$ cat src/verilog/uartPkg.sv
// shared constants and types for the serial port peripheral
// holds frame format, oversampling, baud divisor and queue depth
// every other file refers to these by scoped name, uartPkg::name
// compile this file first

package uartPkg;

	////////////////////////////////////////
	// frame format
	////////////////////////////////////////

	localparam int dataBits = 8;	// data bits per frame, lsb first
	localparam int overSample = 16;	// ticks per bit
	localparam int stopTicks = 16;	// one stop bit

	////////////////////////////////////////
	// baud divisor
	////////////////////////////////////////

	// kept small so a frame is only 640 clocks in simulation
	localparam int clksPerTick = 4;
	localparam int divCntLen = $clog2(clksPerTick);	// divider counter width

	// queue depth is 2**fifoAddrLen
	localparam int fifoAddrLen = 4;

	////////////////////////////////////////
	// types
	////////////////////////////////////////

	typedef logic [dataBits-1:0] byteT;	// one data byte
	typedef logic [3:0] tickCntT;	// counts ticks within a bit
	typedef logic [2:0] bitCntT;	// counts data bits
	typedef logic [divCntLen-1:0] divCntT;	// baud divider count

	// shared by transmitter and receiver
	typedef enum logic [1:0]
	{
		idle,
		start,
		data,
		stop
	} serialStateT;

endpackage
$ cat src/verilog/uartPeripheral.sv
// serial port peripheral for the 8-bit processor
// wrStrobe queues wrData for sending, rdStrobe pops the rdData byte
// status levels come straight from the queues and the transmitter
// tx and rx are the serial lines, 8N1

`timescale 1ns/1ns

module uartPeripheral
(
	input logic clk,
	input logic reset,
	input logic wrStrobe,
	input uartPkg::byteT wrData,
	input logic rdStrobe,
	output uartPkg::byteT rdData,
	output logic txFull,
	output logic rxEmpty,
	output logic rxFull,
	output logic txBusy,
	output logic tx,
	input logic rx
);

	logic sTick;	// oversampling tick to both engines
	logic txEmpty;
	logic txStart;	// queue has a word waiting
	logic txDoneTick;	// transmitter took the head word
	uartPkg::byteT txHead;
	uartPkg::byteT rxByte;
	logic rxDoneTick;

	assign txStart = ~txEmpty;

	baudGen baudGen
	(
		.clk(clk),
		.reset(reset),
		.sTick(sTick)
	);

	////////////////////////////////////////
	// transmit path
	////////////////////////////////////////

	uartFifo txFifo
	(
		.clk(clk),
		.reset(reset),
		.push(wrStrobe),	// dropped inside when full
		.pushData(wrData),
		.pop(txDoneTick),
		.popData(txHead),
		.full(txFull),
		.empty(txEmpty)
	);

	uartTrans uartTrans
	(
		.clk(clk),
		.reset(reset),
		.sTick(sTick),
		.txStart(txStart),
		.din(txHead),
		.txDoneTick(txDoneTick),
		.tx(tx),
		.txBusy(txBusy)
	);

	////////////////////////////////////////
	// receive path
	////////////////////////////////////////

	uartRecv uartRecv
	(
		.clk(clk),
		.reset(reset),
		.sTick(sTick),
		.rx(rx),
		.rxByte(rxByte),
		.rxDoneTick(rxDoneTick)
	);

	uartFifo rxFifo
	(
		.clk(clk),
		.reset(reset),
		.push(rxDoneTick),	// byte lost if queue full
		.pushData(rxByte),
		.pop(rdStrobe),
		.popData(rdData),
		.full(rxFull),
		.empty(rxEmpty)
	);

endmodule

$ cat src/verilog/uartRecv.sv
// serial receiver, 8N1, lsb first, 16x oversampling
// a falling edge on rx starts a frame, the start bit is confirmed near
// mid-bit and the data bits are sampled 16 ticks apart from there
// rxDoneTick pulses one cycle with rxByte valid
// frames with a low stop sample are dropped without a pulse

`timescale 1ns/1ns

module uartRecv
(
	input logic clk,
	input logic reset,
	input logic sTick,
	input logic rx,
	output uartPkg::byteT rxByte,
	output logic rxDoneTick
);

	logic rxMeta;	// first synchronizer stage
	logic rxSync;	// second stage, safe to use
	logic rxLast;	// previous synchronized level, for edge detect
	uartPkg::serialStateT state;
	uartPkg::tickCntT tickCnt;
	uartPkg::bitCntT bitCnt;
	uartPkg::byteT shiftReg;	// assembled from the top
	logic sampleEn;	// mid-bit of a data bit

	assign sampleEn = (state == uartPkg::data) && sTick &&
		(tickCnt == uartPkg::tickCntT'(uartPkg::overSample - 1));
	assign rxByte = shiftReg;

	////////////////////////////////////////
	// input synchronizer
	////////////////////////////////////////

	always_ff @(posedge clk or posedge reset)
	begin
		if (reset)
		begin
			rxMeta <= 1'b1;	// idle line level
			rxSync <= 1'b1;
			rxLast <= 1'b1;
		end
		else
		begin
			rxMeta <= rx;
			rxSync <= rxMeta;
			rxLast <= rxSync;
		end
	end

	////////////////////////////////////////
	// control FSM
	////////////////////////////////////////

	always_ff @(posedge clk or posedge reset)
	begin
		if (reset)
		begin
			state <= uartPkg::idle;
			tickCnt <= '0;
			bitCnt <= '0;
			rxDoneTick <= 1'b0;
		end
		else
		begin
			rxDoneTick <= 1'b0;	// single cycle pulse
			case (state)
				uartPkg::idle:
				begin
					if (rxLast && !rxSync)	// falling edge
					begin
						tickCnt <= '0;
						state <= uartPkg::start;
					end
				end
				uartPkg::start:
				begin
					if (sTick && (tickCnt == 4'd7))	// about mid start bit
					begin
						tickCnt <= '0;
						bitCnt <= '0;
						if (rxSync)
							state <= uartPkg::idle;	// glitch, not a start bit
						else
							state <= uartPkg::data;
					end
					else if (sTick)
						tickCnt <= tickCnt + 1'b1;
				end
				uartPkg::data:
				begin
					if (sampleEn)
					begin
						tickCnt <= '0;
						if (bitCnt == uartPkg::bitCntT'(uartPkg::dataBits - 1))
							state <= uartPkg::stop;
						else
							bitCnt <= bitCnt + 1'b1;
					end
					else if (sTick)
						tickCnt <= tickCnt + 1'b1;
				end
				uartPkg::stop:
				begin
					if (sTick && (tickCnt == uartPkg::tickCntT'(uartPkg::stopTicks - 1)))
					begin
						rxDoneTick <= rxSync;	// bad stop bit, no pulse
						state <= uartPkg::idle;
					end
					else if (sTick)
						tickCnt <= tickCnt + 1'b1;
				end
				default: state <= uartPkg::idle;
			endcase
		end
	end

	// data bits enter at the msb, so the first bit ends at the lsb
	always_ff @(posedge clk)
	begin
		if (sampleEn)
			shiftReg <= {rxSync, shiftReg[uartPkg::dataBits-1:1]};
	end

endmodule

$ cat src/verilog/uartTrans.sv
// serial transmitter, 8N1, lsb first
// accepts the queue head while idle and txStart is high
// txDoneTick is the queue pop, din is captured on the same edge
// every bit lasts overSample ticks of sTick

`timescale 1ns/1ns

module uartTrans
(
	input logic clk,
	input logic reset,
	input logic sTick,
	input logic txStart,
	input uartPkg::byteT din,
	output logic txDoneTick,
	output logic tx,
	output logic txBusy
);

	uartPkg::serialStateT state;
	uartPkg::tickCntT tickCnt;	// ticks within current bit
	uartPkg::bitCntT bitCnt;	// data bit index
	uartPkg::byteT shiftReg;	// word being sent, lsb out first
	logic txReg;	// registered line level
	logic bitEnd;	// last tick of a start or data bit
	logic lastBit;
	logic shiftEn;

	assign txDoneTick = (state == uartPkg::idle) && txStart;	// accept and pop
	assign txBusy = (state != uartPkg::idle);
	assign tx = txReg;

	assign bitEnd = sTick && (tickCnt == uartPkg::tickCntT'(uartPkg::overSample - 1));
	assign lastBit = (bitCnt == uartPkg::bitCntT'(uartPkg::dataBits - 1));
	assign shiftEn = (state == uartPkg::data) && bitEnd && !lastBit;

	////////////////////////////////////////
	// control FSM
	////////////////////////////////////////

	always_ff @(posedge clk or posedge reset)
	begin
		if (reset)
		begin
			state <= uartPkg::idle;
			tickCnt <= '0;
			bitCnt <= '0;
			txReg <= 1'b1;	// line idles high
		end
		else
		begin
			case (state)
				uartPkg::idle:
				begin
					txReg <= 1'b1;
					if (txStart)
					begin
						tickCnt <= '0;
						txReg <= 1'b0;	// start bit goes out on this same edge
						state <= uartPkg::start;
					end
				end
				uartPkg::start:
				begin
					if (bitEnd)
					begin
						tickCnt <= '0;
						bitCnt <= '0;
						txReg <= shiftReg[0];	// first data bit
						state <= uartPkg::data;
					end
					else if (sTick)
						tickCnt <= tickCnt + 1'b1;
				end
				uartPkg::data:
				begin
					if (bitEnd)
					begin
						tickCnt <= '0;
						if (lastBit)
						begin
							txReg <= 1'b1;	// stop bit
							state <= uartPkg::stop;
						end
						else
						begin
							bitCnt <= bitCnt + 1'b1;
							txReg <= shiftReg[1];	// next bit, before shift lands
						end
					end
					else if (sTick)
						tickCnt <= tickCnt + 1'b1;
				end
				uartPkg::stop:
				begin
					if (sTick && (tickCnt == uartPkg::tickCntT'(uartPkg::stopTicks - 1)))
						state <= uartPkg::idle;	// one clock gap before next start
					else if (sTick)
						tickCnt <= tickCnt + 1'b1;
				end
				default: state <= uartPkg::idle;
			endcase
		end
	end

	// data word, loaded on accept and shifted right after each data bit
	always_ff @(posedge clk)
	begin
		if (txDoneTick)
			shiftReg <= din;
		else if (shiftEn)
			shiftReg <= shiftReg >> 1;
	end

endmodule

$ cat src/verilog/uartFifo.sv
// byte queue between the processor strobes and a serial engine
// push while full and pop while empty are ignored
// popData shows the head entry without waiting for a pop
// used once for transmit and once for receive

`timescale 1ns/1ns

module uartFifo
(
	input logic clk,
	input logic reset,
	input logic push,
	input uartPkg::byteT pushData,
	input logic pop,
	output uartPkg::byteT popData,
	output logic full,
	output logic empty
);

	uartPkg::byteT mem [2**uartPkg::fifoAddrLen];	// storage, no reset
	logic [uartPkg::fifoAddrLen-1:0] wrPtr;
	logic [uartPkg::fifoAddrLen-1:0] rdPtr;
	logic [uartPkg::fifoAddrLen:0] count;	// one bit wider than pointers
	logic doPush;
	logic doPop;

	assign doPush = push && !full;	// drop when full
	assign doPop = pop && !empty;	// nothing to pop when empty

	// count of exactly 2**fifoAddrLen means full
	assign full = (count == {1'b1, {uartPkg::fifoAddrLen{1'b0}}});
	assign empty = (count == '0);
	assign popData = mem[rdPtr];	// head entry

	// pointers and occupancy
	always_ff @(posedge clk or posedge reset)
	begin
		if (reset)
		begin
			wrPtr <= '0;
			rdPtr <= '0;
			count <= '0;
		end
		else
		begin
			if (doPush)
				wrPtr <= wrPtr + 1'b1;	// wraps at depth
			if (doPop)
				rdPtr <= rdPtr + 1'b1;
			case ({doPush, doPop})
				2'b10: count <= count + 1'b1;
				2'b01: count <= count - 1'b1;
				default: count <= count;	// none, or push and pop together
			endcase
		end
	end

	always_ff @(posedge clk)
	begin
		if (doPush)
			mem[wrPtr] <= pushData;
	end

endmodule

$ cat src/verilog/baudGen.sv
// oversampling tick generator
// divides clk by clksPerTick and gives a one cycle sTick per period
// single timing source for both transmitter and receiver

`timescale 1ns/1ns

module baudGen
(
	input logic clk,
	input logic reset,
	output logic sTick
);

	uartPkg::divCntT divCnt;	// free running, never realigned

	always_ff @(posedge clk or posedge reset)
	begin
		if (reset)
		begin
			divCnt <= '0;
			sTick <= 1'b0;
		end
		else
		begin
			if (divCnt == uartPkg::divCntT'(uartPkg::clksPerTick - 1))
			begin
				divCnt <= '0;	// wrap
				sTick <= 1'b1;
			end
			else
			begin
				divCnt <= divCnt + 1'b1;
				sTick <= 1'b0;
			end
		end
	end

endmodule

$ cat config.mk
export PLATFORM = sky130hd
export DESIGN_NAME = uartPeripheral
export DESIGN_NICKNAME = d
export VERILOG_FILES = /design/src/verilog/uartPkg.sv /design/src/verilog/uartPeripheral.sv /design/src/verilog/uartRecv.sv /design/src/verilog/uartTrans.sv /design/src/verilog/uartFifo.sv /design/src/verilog/baudGen.sv
export SDC_FILE = /design/constraint.sdc
export NUM_CORES = 1
export LEC_CHECK = 0
export ABC_AREA = 1
export BUFFER_PORTS_ARGS = -buffer_cell sky130_fd_sc_hd__buf_2
export CELL_PAD_IN_SITES_DETAIL_PLACEMENT = 1
export CELL_PAD_IN_SITES_GLOBAL_PLACEMENT = 1
export CORE_UTILIZATION = 30
export CTS_BUF_LIST = sky130_fd_sc_hd__clkbuf_8 sky130_fd_sc_hd__clkbuf_16
export CTS_CLUSTER_DIAMETER = 50
export DETAILED_ROUTE_END_ITERATION = 16
export GPL_TIMING_DRIVEN = 0
export HOLD_SLACK_MARGIN = 0.05
export PLACE_DENSITY_LB_ADDON = 0.1
export SETUP_SLACK_MARGIN = 0.05
export SYNTH_ARGS = -nofsm -noshare
export SYNTH_HDL_FRONTEND = slang
export SYNTH_SLANG_ARGS = --single-unit
$ cat constraint.sdc
create_clock -name clk -period 2.7 [get_ports clk]
set_input_delay 0.54 -clock clk [delete_from_list [all_inputs] [get_ports clk]]
set_output_delay 0.54 -clock clk [all_outputs]
set_load 0.02 [all_outputs]
==> results of run 1 <==
[final cells by class]
cell class,instances,area (sq um)
Buffer,56,405
Clock buffer,47,1150
Clock inverter,34,360
Fill cell,5226,29600
Inverter,149,562
Multi-Input combinational cell,817,4180
Sequential cell,324,9480
Tap cell,607,759
Timing Repair Buffer,44,357
[stage by stage]
step / util (%) / TNS [ns]
after detailed placement: 32.6 / -0.581
after global routing: 36.8 / -1.65
after global placement: 32.5 / -8.47
after floorplan: - / 0
final: 36.8 / -0.583
after CTS: 36.5 / -1.08
[power groups by stage]
| stage | clock, mW | sequential [mW] | combinational, mW |
|---|---|---|---|
| final | 6.03 | 5.98 | 3.95 |
| after global routing | 6.38 | 6.01 | 4.39 |
| after CTS | 6.19 | 5.97 | 3.86 |
| after detailed placement | 0 | 6.05 | 3.38 |
| after global placement | 0 | 6.04 | 3.32 |
| after floorplan | 0 | 5.98 | 2.21 |
[logic make-up after synthesis]
family | Yosys count | share of synthesized area, %
adders and majority gates | 31 | 2.76
DFF | 324 | 66.1
buffers and inverters | 205 | 6.08
and+or+nand+nor | 626 | 18.3
xor gates and xnor gates | 19 | 1.16
AOI/OAI and AO/OA | 141 | 5.65
[synthesized netlist by cell type, drive strengths merged]
| library cell | number | area share, % |
|---|---|---|
| nand2 | 309 | 8.1 |
| edfxtp | 272 | 57 |
| nor2 | 154 | 4.3 |
| inv | 147 | 3.9 |
| nand3 | 136 | 4.7 |
| o21ai | 93 | 3.4 |
| dfrtp | 48 | 8.4 |
| buf | 39 | 1.7 |
| o211ai | 34 | 1.8 |
| ha | 30 | 2.6 |
| nor3 | 20 | 0.70 |
| clkbuf | 17 | 0.45 |
| xor2 | 13 | 0.79 |
| a21oi | 12 | 0.42 |
| xnor2 | 6 | 0.37 |
| dfstp | 4 | 0.73 |
| nand4 | 4 | 0.26 |
| clkinv | 2 | 0.052 |
| a211oi | 1 | 0.052 |
| a31oi | 1 | 0.044 |
| fa | 1 | 0.14 |
| nand3b | 1 | 0.052 |
| nor4 | 1 | 0.044 |
| or2 | 1 | 0.044 |
[repair_timing]
action,CTS,global route
setup endpoints to repair,13,22
pin swaps,16,17
hold endpoints to repair,19,0
hold buffers,2,0
gates cloned,0,1
setup buffers,10,4
resized for setup,61,35
[worst max-delay path by stage]
stage	startpoint	to	slack, ns
3_3_place_gp	rxFifo.count[0]	rxFifo.count[4]	-0.20
5_1_grt	rxFifo.rdPtr[0]	rdData[2]	-0.26
4_1_cts	rxFifo.rdPtr[0]	rdData[0]	-0.16
2_1_floorplan	rxFifo.count[0]	rxFifo.count[4]	0.27
3_5_place_dp	rxFifo.count[0]	rxFifo.count[4]	-0.33
6_report	rxFifo.rdPtr[0]	rdData[7]	-0.10
[state kept, by name (all words and copies together), names as in the netlist, named ones only]
register / count
uartRecv.state: 1
txFifo.mem: 128
uartTrans.shiftReg: 8
uartRecv.bitCnt: 3
uartTrans.tx: 1
uartRecv.tickCnt: 4
txFifo.wrPtr: 4
rxFifo.wrPtr: 4
rxFifo.count: 5
txFifo.count: 5
rxFifo.rdPtr: 4
uartRecv.rxSync: 1
uartRecv.rxDoneTick: 1
baudGen.sTick: 1
baudGen.divCnt: 2
uartTrans.tickCnt: 4
uartRecv.rxByte: 8
uartTrans.state: 2
rxFifo.mem: 128
uartRecv.rxLast: 1
uartRecv.rxMeta: 1
uartTrans.bitCnt: 3
txFifo.rdPtr: 4
[per-layer routing]
metal,up-vias,wire length [microns],global-route usage (%)
met5,-,0,0
met4,0,966,5.14
met3,51,1290,3.01
met2,131,20300,30.5
met1,4803,18700,22.5
li1,4715,-,-
[worst max-delay path, delay by kind of cell (launching register included)]
kind	cells	cell delay (ns)
buffers and inverters	5	0.63
flip-flops	1	0.44
AO/OA/AOI/OAI	1	0.33
AND/OR/NAND/NOR	3	0.29
==> out/qor.txt, run 1 <==
clock sink total: 324
slowest CP cell: dfrtp_2
crit share post-route: 104%
most frequent cells in the layout: nand2_1, edfxtp_1, inv_1
share of cells above drive strength 1: 15.5%
final hold vios: 0
Psw: 5.02 mW
R2R setup slack: 0.22 ns
f_max: 0.357 GHz
Starting Density: 30.6%
Remaining DRCs: 3
largest net degree at the start of global routing: 32
sequential power share: 37.4%
Synth cell types: 36
CTS Buf Count: 44
Pleak: 6.91 nW
Post-Syn Area: 14300 sq um
vias per inst: 4.67
CP endpoint kind: output pin
Routed WL: 41300 microns
GRT Util Overall: 17.6%
post-synthesis net count: 1390
Placed Cells incl. Taps: 1979
DRT antenna net count: 0
final slew viol count: 0
IO buf count: 25
Syn-to-layout area delta: 20.4%
placeable core area: 46900 sq um
critical path, cell by cell: buf_6 -> inv_4 -> buf_12 -> buf_6 -> nor2_1 -> o211ai_1 -> nand3_1 -> nand2_1 -> buf_6
Reg clk slew, reported paths: 0.06 ns
DR pass1 iterations: 10
num rows: 79
CTS root buf: clkbuf_16
vias in the first global route: 10200
power per cell area: 924 nW/um^2
Ports: 26
hold slack: 0.295 ns
RSZ-0062 raised after global routing: true
Synth Register Bits: 324
Final WS setup: -0.102 ns
Least-Margin Pin Slew: 1.25 ns
R2R depth: 7
Worst R2R End: txFifo.mem[4][2]
1st-iter DRT viols: 475
fin nets: 1480
WHS Endpoint: rxFifo.rdPtr[1]
Worst VDD drop: 489 uV
Min-Delay Path Depth: 4
clk_skew: 0.0213 ns
Sw Ratio: 31.5%
CP max stage delay: 0.44 ns
Critical Path Fanout Max: 10
commonest non-fill, non-tap cell in the layout: nand2_1
Worst Hold Launch: rdStrobe
Worst Setup Start Kind: register
CTS tree: built
Max Root-Sink Buffers: 3
syn avg cell area: 10.7 sq um
failing checks: DRC, setup timing
vias after detailed routing: 9700
Worst Setup Path Type: reg2out
# diodes: 0
antenna violations before repair: 0
minimum clock period: 2.80 ns
final instance area: 17300 sq um
Critical Path RT: 2.16 ns
Final Non-Filler Cells: 2078
worst r2r src: txFifo.count[2]
Setup Viol. Count Final: 8
DR WL/cell: 19.9 microns
run status: finished, violations left
Worst Hold Class: in2reg
full die area: 48700 sq um
cell mode on critical path: buf_6
routability congestion estimate: 0.754
worst slack at placement: -0.335 ns
Seq/Total Area, Yosys: 66.1%
Comb pwr share: 24.7%
Die X: 221 microns
normalized max-slew margin: 16.0%
Clock Latency Late Sink: 0.57 ns
arrival time worst endpoint: 2.26 ns
Clk pwr share: 37.8%
H-tree levels: 2
Post-DP Area: 15300 sq um
synth warn: 0
placed wire-length estimate: 27300 microns
Tot Pwr: 16.0 mW
Die Y: 221 microns
Int Pwr: 10.9 mW
Post-Syn Instances: 1346
grt ovf: 0
first-pass GRT wire length: 62800 microns
Max Cap Viol: 0
No activity file was read; power rests on OpenSTA's default activity.
==> run 2: changes to the inputs <==
--- a/config.mk
+++ b/config.mk
@@ -9,11 +9,10 @@
 export BUFFER_PORTS_ARGS = -buffer_cell sky130_fd_sc_hd__buf_2
 export CELL_PAD_IN_SITES_DETAIL_PLACEMENT = 1
 export CELL_PAD_IN_SITES_GLOBAL_PLACEMENT = 1
-export CORE_UTILIZATION = 30
+export CORE_UTILIZATION = 35
 export CTS_BUF_LIST = sky130_fd_sc_hd__clkbuf_8 sky130_fd_sc_hd__clkbuf_16
 export CTS_CLUSTER_DIAMETER = 50
 export DETAILED_ROUTE_END_ITERATION = 16
-export GPL_TIMING_DRIVEN = 0
 export HOLD_SLACK_MARGIN = 0.05
 export PLACE_DENSITY_LB_ADDON = 0.1
 export SETUP_SLACK_MARGIN = 0.05
==> constraint.sdc (replaced) <==
create_clock -name clk -period 2.6 [get_ports clk]
set_input_delay 0.52 -clock clk [delete_from_list [all_inputs] [get_ports clk]]
set_output_delay 0.52 -clock clk [all_outputs]
set_load 0.02 [all_outputs]
==> out/qor.txt, run 2 (synthesis results as in run 1) <==
run status: finished, violations left
failing checks: setup timing
Layout fillers: 4353 (-17%)
Setup Viol. Count Final: 8 (unchanged)
worst slack at placement: 0.0265 ns (+0.361 ns)
Syn-to-layout area delta: 20.2%
Final WS setup: -0.0603 ns (+0.0417 ns)
antenna violations before repair: 0 (unchanged)
arrival time worst endpoint: 2.14 ns (-0.12 ns)
Least-Margin Pin Slew: 0.886 ns (-0.365 ns)
routability congestion estimate: 0.744 (-1.2%)
IO buf count: 25 (unchanged)
CP endpoint kind: output pin
crit-path leading delay family: buffers and inverters
final hold vios: 0 (unchanged)
R2R setup slack: 0.27 ns (+0.05 ns)
Setup TNS: -0.333 ns (+0.249 ns)
placed wire-length estimate: 22000 microns (-19%)
power per cell area: 947 nW/um^2 (+2.5%)
crit share post-route: 102%
fin nets: 1478 (-0.14%)
Max Cap Viol: 0 (unchanged)
Worst VDD drop: 574 uV (+17%)
first-pass GRT wire length: 58300 microns (-7.2%)
CTS Buf Count: 43 (-2.3%)
1st-iter DRT viols: 488 (+2.7%)
H-tree levels: 2 (unchanged)
# diodes: 0 (unchanged)
normalized max-slew margin: 40.7% (+25 points)
share of cells above drive strength 1: 15.1% (-0.36 points)
DR pass1 iterations: 5 (-5)
CP max stage delay: 0.46 ns (+0.02 ns)
RSZ-0062 raised after global routing: true
full die area: 41800 sq um (-14%)
placeable core area: 40100 sq um (-14%)
Top Registers: rxFifo.mem x128, txFifo.mem x128
CTS root buf: clkbuf_16
Worst Path Buf+Inv: 5 (unchanged)
Starting Density: 35.8% (+5.2 points)
clk_skew: 0.0335 ns (+0.0123 ns)
vias in the first global route: 9982 (-2.2%)
Die X: 204 microns (-7.4%)
Die Y: 204 microns (-7.4%)
commonest non-fill, non-tap cell in the layout: nand2_1
vias after detailed routing: 9652 (-0.49%)
critical path, cell by cell: inv_8 -> buf_4 -> buf_8 -> clkbuf_16 -> nor2_1 -> o211ai_1 -> nand3_1 -> nand2_1 -> buf_6
clock sink total: 324 (unchanged)
f_max: 0.376 GHz
Critical Path Fanout Max: 7 (-3)
slowest CP cell: dfrtp_2
Worst Hold Class: in2reg
Reg clk slew, reported paths: 0.06 ns (about the same)
DRT antenna net count: 0 (unchanged)
num rows: 73 (-7.6%)
Clock Latency Late Sink: 0.57 ns (about the same)
DR WL/cell: 18.9 microns (-5.0%)
Pleak: 6.99 nW (+1.2%)
CTS tree: built
most frequent cells in the layout: nand2_1, edfxtp_1, inv_1
Remaining DRCs: 0 (-3)
minimum clock period: 2.66 ns
largest net degree at the start of global routing: 60 (+88%)
hold slack: 0.323 ns (+0.0279 ns)
Ports: 26 (unchanged)
Worst Setup Start Kind: register
Routed WL: 37600 microns (-9.0%)
final slew viol count: 0 (unchanged)
Critical Path RT: 2.08 ns (-0.08 ns)
grt ovf: 0 (unchanged)
GRT Util Overall: 18.4% (+0.74 points)
Max Root-Sink Buffers: 3 (unchanged)
Worst Setup Path Type: reg2out
vias per inst: 4.85 (+3.9%)
## run 2: cell types whose count changed in the layout (fill, tap and decap cells not counted), sizes merged
cell and delta:
bufinv -4, buf +11, clkinvlp +4, clkbuf -14, inv -2
## run 2: layer usage
metal	part of all wire, %	track usage (%)	vias up	wire (microns)
met4	2.3	6.10	0	848
li1	-	-	4704	-
met2	49	31.1	142	18400
met3	3.4	2.87	61	1270
met5	0	0	-	0
met1	45	23.9	4745	17100
## run 2: worst paths after layout
path                                       from                    to  depth (start not counted)
max in group asynchronous                 reset       uartRecv.rxLast                          4
worst max-delay path            rxFifo.rdPtr[0]             rdData[3]                          9
min in group asynchronous                 reset  uartTrans.tickCnt[1]                          3
worst min-delay path                   wrStrobe       txFifo.wrPtr[0]                          3
worst max register to register  rxFifo.count[3]       rxFifo.count[4]                         12
worst min register to register  uartRecv.rxMeta       uartRecv.rxSync                          0
## run 2: area by class of cell
class | instances | area [sq um] | share of cell area, %
Clock inverter | 32 | 251 | 1.46
Sequential cell | 324 | 9480 | 55.0
Clock buffer | 45 | 1110 | 6.47
Tap cell | 525 | 657 | 3.81
Timing Repair Buffer | 99 | 1090 | 6.30
Multi-Input combinational cell | 817 | 4080 | 23.7
Inverter | 149 | 567 | 3.29
## run 2: report_power, final
group,total (mW),internal (mW),switching (mW)
logic,4.51,1.92,2.59
clock network,5.63,3.33,2.31
registers,6.18,5.96,0.221
## run 2: per-stage QoR
| stage | power (mW) | utilization (%) | area [sq um] | cells |
|---|---|---|---|---|
| detailed placement | 9.55 | 37.9 | 15200 | 1887 |
| finish | 16.3 | 43.0 | 17200 | 1991 |
| CTS | 16.0 | 42.3 | 16900 | 1978 |
| floorplan | 8.50 | - | 14300 | 1346 |
| global placement | 9.49 | 37.9 | 15200 | 1887 |
| global route | 17.2 | 43.0 | 17200 | 1991 |
## run 2: tightest hold or removal path, stage by stage
cell and delay [ns]:
buf_2 0.11, nand2_2 0.12, xor2_1 0.08
## run 2: timing repair
action                                  4_1_cts  5_1_grt
cloned                                        5        5
hold buffers                                  2        0
pin swaps                                    13       26
endpoints found under the setup margin        9       11
buffers inserted                              7        9
endpoints found under the hold margin        14        0
gates resized for setup                      45       34
==> run 3: changes to the inputs <==
--- a/config.mk
+++ b/config.mk
@@ -18,4 +18,5 @@
 export SETUP_SLACK_MARGIN = 0.05
 export SYNTH_ARGS = -nofsm -noshare
 export SYNTH_HDL_FRONTEND = slang
+export SYNTH_HIERARCHICAL = 1
 export SYNTH_SLANG_ARGS = --single-unit
==> out/qor.txt, run 3 <==
fin nets: 1630 (+10%)
Final WS setup: 0.0328 ns (+0.0931 ns)
worst r2r src: uartTrans/state[0]
Post-synth EDFFs: 272 (unchanged)
routability congestion estimate: 0.788 (+5.8%)
vias in the first global route: 10600 (+6.1%)
Starting Density: 35.7% (-0.079 points)
vias after detailed routing: 10100 (+4.9%)
DR WL/cell: 18.3 microns (-3.3%)
Setup Viol. Count Final: 0 (-8)
GRT Util Overall: 18.9% (+0.58 points)
share of cells above drive strength 1: 17.6% (+2.5 points)
CTS tree: built
Synth cell types: 37 (+2.8%)
R2R depth: 17 (+5)
full die area: 42600 sq um (+2.1%)
clock sink total: 324 (unchanged)
ys async rst share: 16.0% (unchanged)
placed wire-length estimate: 24100 microns (+9.4%)
Synth top cells by count: nand2_1, edfxtp_1, inv_1, nor2_1, nand3_1
Post-Syn Area: 14600 sq um (+2.1%)
CTS root buf: clkbuf_16
Reg clk slew, reported paths: 0.06 ns (about the same)
Die X: 206 microns (+1.0%)
hold slack: 0.355 ns (+0.0318 ns)
Remaining DRCs: 1 (+1)
synth warn: 6 (+6)
largest net degree at the start of global routing: 82 (+37%)
1st-iter DRT viols: 383 (-22%)
R2R setup slack: 0.30 ns (+0.03 ns)
antenna violations before repair: 0 (unchanged)
num rows: 74 (+1.4%)
power per cell area: 952 nW/um^2 (+0.52%)
commonest non-fill, non-tap cell in the layout: nand2_1
Layout fillers: 4574 (+5.1%)
most frequent cells in the layout: nand2_1, edfxtp_1, inv_1
CP Launch Point: rxFifo/rdPtr[0]
final hold vios: 0 (unchanged)
Pleak: 7.76 nW (+11%)
f_max: 0.390 GHz (+3.6%)
vias per inst: 4.72 (-2.6%)
Worst Setup EP: rdData[4]
Syn-to-layout area delta: 21.4%
grt ovf: 0 (unchanged)
leading area contributor after synthesis: edfxtp_1
Core Util, Final: 43.3% (+0.34 points)
# diodes: 0 (unchanged)
RSZ-0062 raised after global routing: true
syn avg cell area: 9.85 sq um (-7.5%)
final slew viol count: 0 (unchanged)
Worst Hold Class: reg2reg
Worst VDD drop: 559 uV (-2.6%)
arrival time worst endpoint: 2.05 ns (-0.09 ns)
CP endpoint kind: output pin
Max Cap Viol: 0 (unchanged)
post-synthesis net count: 1532 (+10%)
Worst Setup Path Type: reg2out
count leader, synth: nand2_1
normalized max-slew margin: 42.6% (+1.8 points)
Max Root-Sink Buffers: 3 (unchanged)
Post-Syn Instances: 1486 (+10%)
failing checks: DRC
minimum clock period: 2.57 ns (-0.0931 ns)
Synth top area share: 55.8% (-1.2 points)
first-pass GRT wire length: 60400 microns (+3.6%)
top_reg_cell synth: edfxtp_1
clk_skew: 0.0165 ns (-0.0171 ns)
Worst R2R End: txFifo/count[4]
Seq/Total Area, Yosys: 64.7% (-1.3 points)
Clock Latency Late Sink: 0.55 ns (-0.02 ns)
synth top area cells: edfxtp_1, nand2_1, dfrtp_1
run status: finished, violations left
worst slack at placement: 0.0835 ns (+0.0570 ns)
H-tree levels: 2 (unchanged)
Ports: 26 (unchanged)
Top Registers: rxFifo/mem x128, txFifo/mem x128
Critical Path Fanout Max: 8 (+1)
Synth Register Bits: 324 (unchanged)
Worst Setup Start Kind: register
crit share post-route: 98.7% (-3.6 points)
Critical Path RT: 2.08 ns (about the same)
IO buf count: 25 (unchanged)
DRT antenna net count: 0 (unchanged)
Least-Margin Pin Slew: 0.858 ns (-0.0272 ns)
DR pass1 iterations: 11 (+6)
Die Y: 206 microns (+1.0%)
placeable core area: 41000 sq um (+2.3%)
CTS Buf Count: 42 (-2.3%)
Routed WL: 39200 microns (+4.2%)
[run 3: cell types whose count changed in the layout (fill, tap and decap cells not counted), sizes merged, moves of 10 or more]
| cell | change |
|---|---|
| nand2 | +250 |
| o21ai | -69 |
| o211ai | -34 |
| inv | +28 |
| nor3 | -17 |
| nand3 | -10 |
[run 3: what timing repair did]
item	in CTS	in global routing
setup endpoints to repair	8	11
resized for setup	27	100
hold buffers	2	0
endpoints found under the hold margin	13	0
pin swaps	6	54
buffers inserted	10	2
gates cloned	5	7
[run 3: where the power goes]
group	leakage [nW]	internal [mW]	switching [mW]
registers	3.10	5.97	0.274
logic	3.96	1.92	2.96
clock network	0.703	3.53	2.28
total	7.76	11.4	5.51
[run 3: cells by family after synthesis]
| group | count (synthesis) | share of synthesized area [%] |
|---|---|---|
| adder cells (fa/ha/maj) | 33 | 2.92 |
| AO/OA/AOI/OAI | 32 | 1.28 |
| AND/OR/NAND/NOR | 863 | 24.1 |
| XOR/XNOR | 15 | 0.898 |
| flip-flops | 324 | 64.7 |
| buffers and inverters | 219 | 6.10 |
[run 3: final cells by class]
type | count | area, sq um | share of cell area, %
clock buffers | 43 | 1080 | 6.06
multi-input cells | 943 | 4570 | 25.7
clock inverters | 30 | 312 | 1.75
repair inverters | 1 | 6.26 | 0.0352
repair buffers | 95 | 978 | 5.51
flip-flops and latches | 324 | 9480 | 53.3
well taps | 532 | 666 | 3.75
inverters | 177 | 686 | 3.86
[run 3: worst min path at each step]
stage	from	slack, ns	to	cells after the start
floorplan	reset	0.27	baudGen/divCnt[0]	1
global placement	uartRecv/rxMeta	0.35	uartRecv/rxSync	0
detailed placement	uartRecv/rxMeta	0.35	uartRecv/rxSync	0
CTS	rdStrobe	0.34	rxFifo/rdPtr[0]	3
global route	uartRecv/rxMeta	0.36	uartRecv/rxSync	0
finish	uartRecv/rxMeta	0.35	uartRecv/rxSync	0
[run 3: critical path, cell delays in order, from the launching register on]
cell and delay [ns]:
dfrtp_2 0.52, buf_12 0.21, clkbuf_16 0.18, nand2_1 0.05, nand2_1 0.06, nor2_1 0.04, nor2_1 0.09, nand2_1 0.10
nand2_1 0.11, buf_6 0.13
[run 3: per-layer routing]
| layer | track usage [%] | routed length, microns | part of all wire, % |
|---|---|---|---|
| met5 | 0 | 0 | 0 |
| met4 | 4.94 | 799 | 2.0 |
| met3 | 3.58 | 1200 | 3.1 |
| met2 | 33.1 | 19800 | 51 |
| met1 | 23.8 | 17400 | 44 |
[run 3: per-stage QoR]
stage | power (mW) | instances | instance area [sq um] | setup TNS [ns]
after CTS | 16.4 | 2137 | 17300 | 0
after floorplan | 8.63 | 1486 | 14600 | 0
after global routing | 17.8 | 2145 | 17800 | -0.143
after global placement | 9.79 | 2047 | 15600 | 0
final | 16.9 | 2145 | 17800 | 0
after detailed placement | 9.86 | 2047 | 15600 | 0
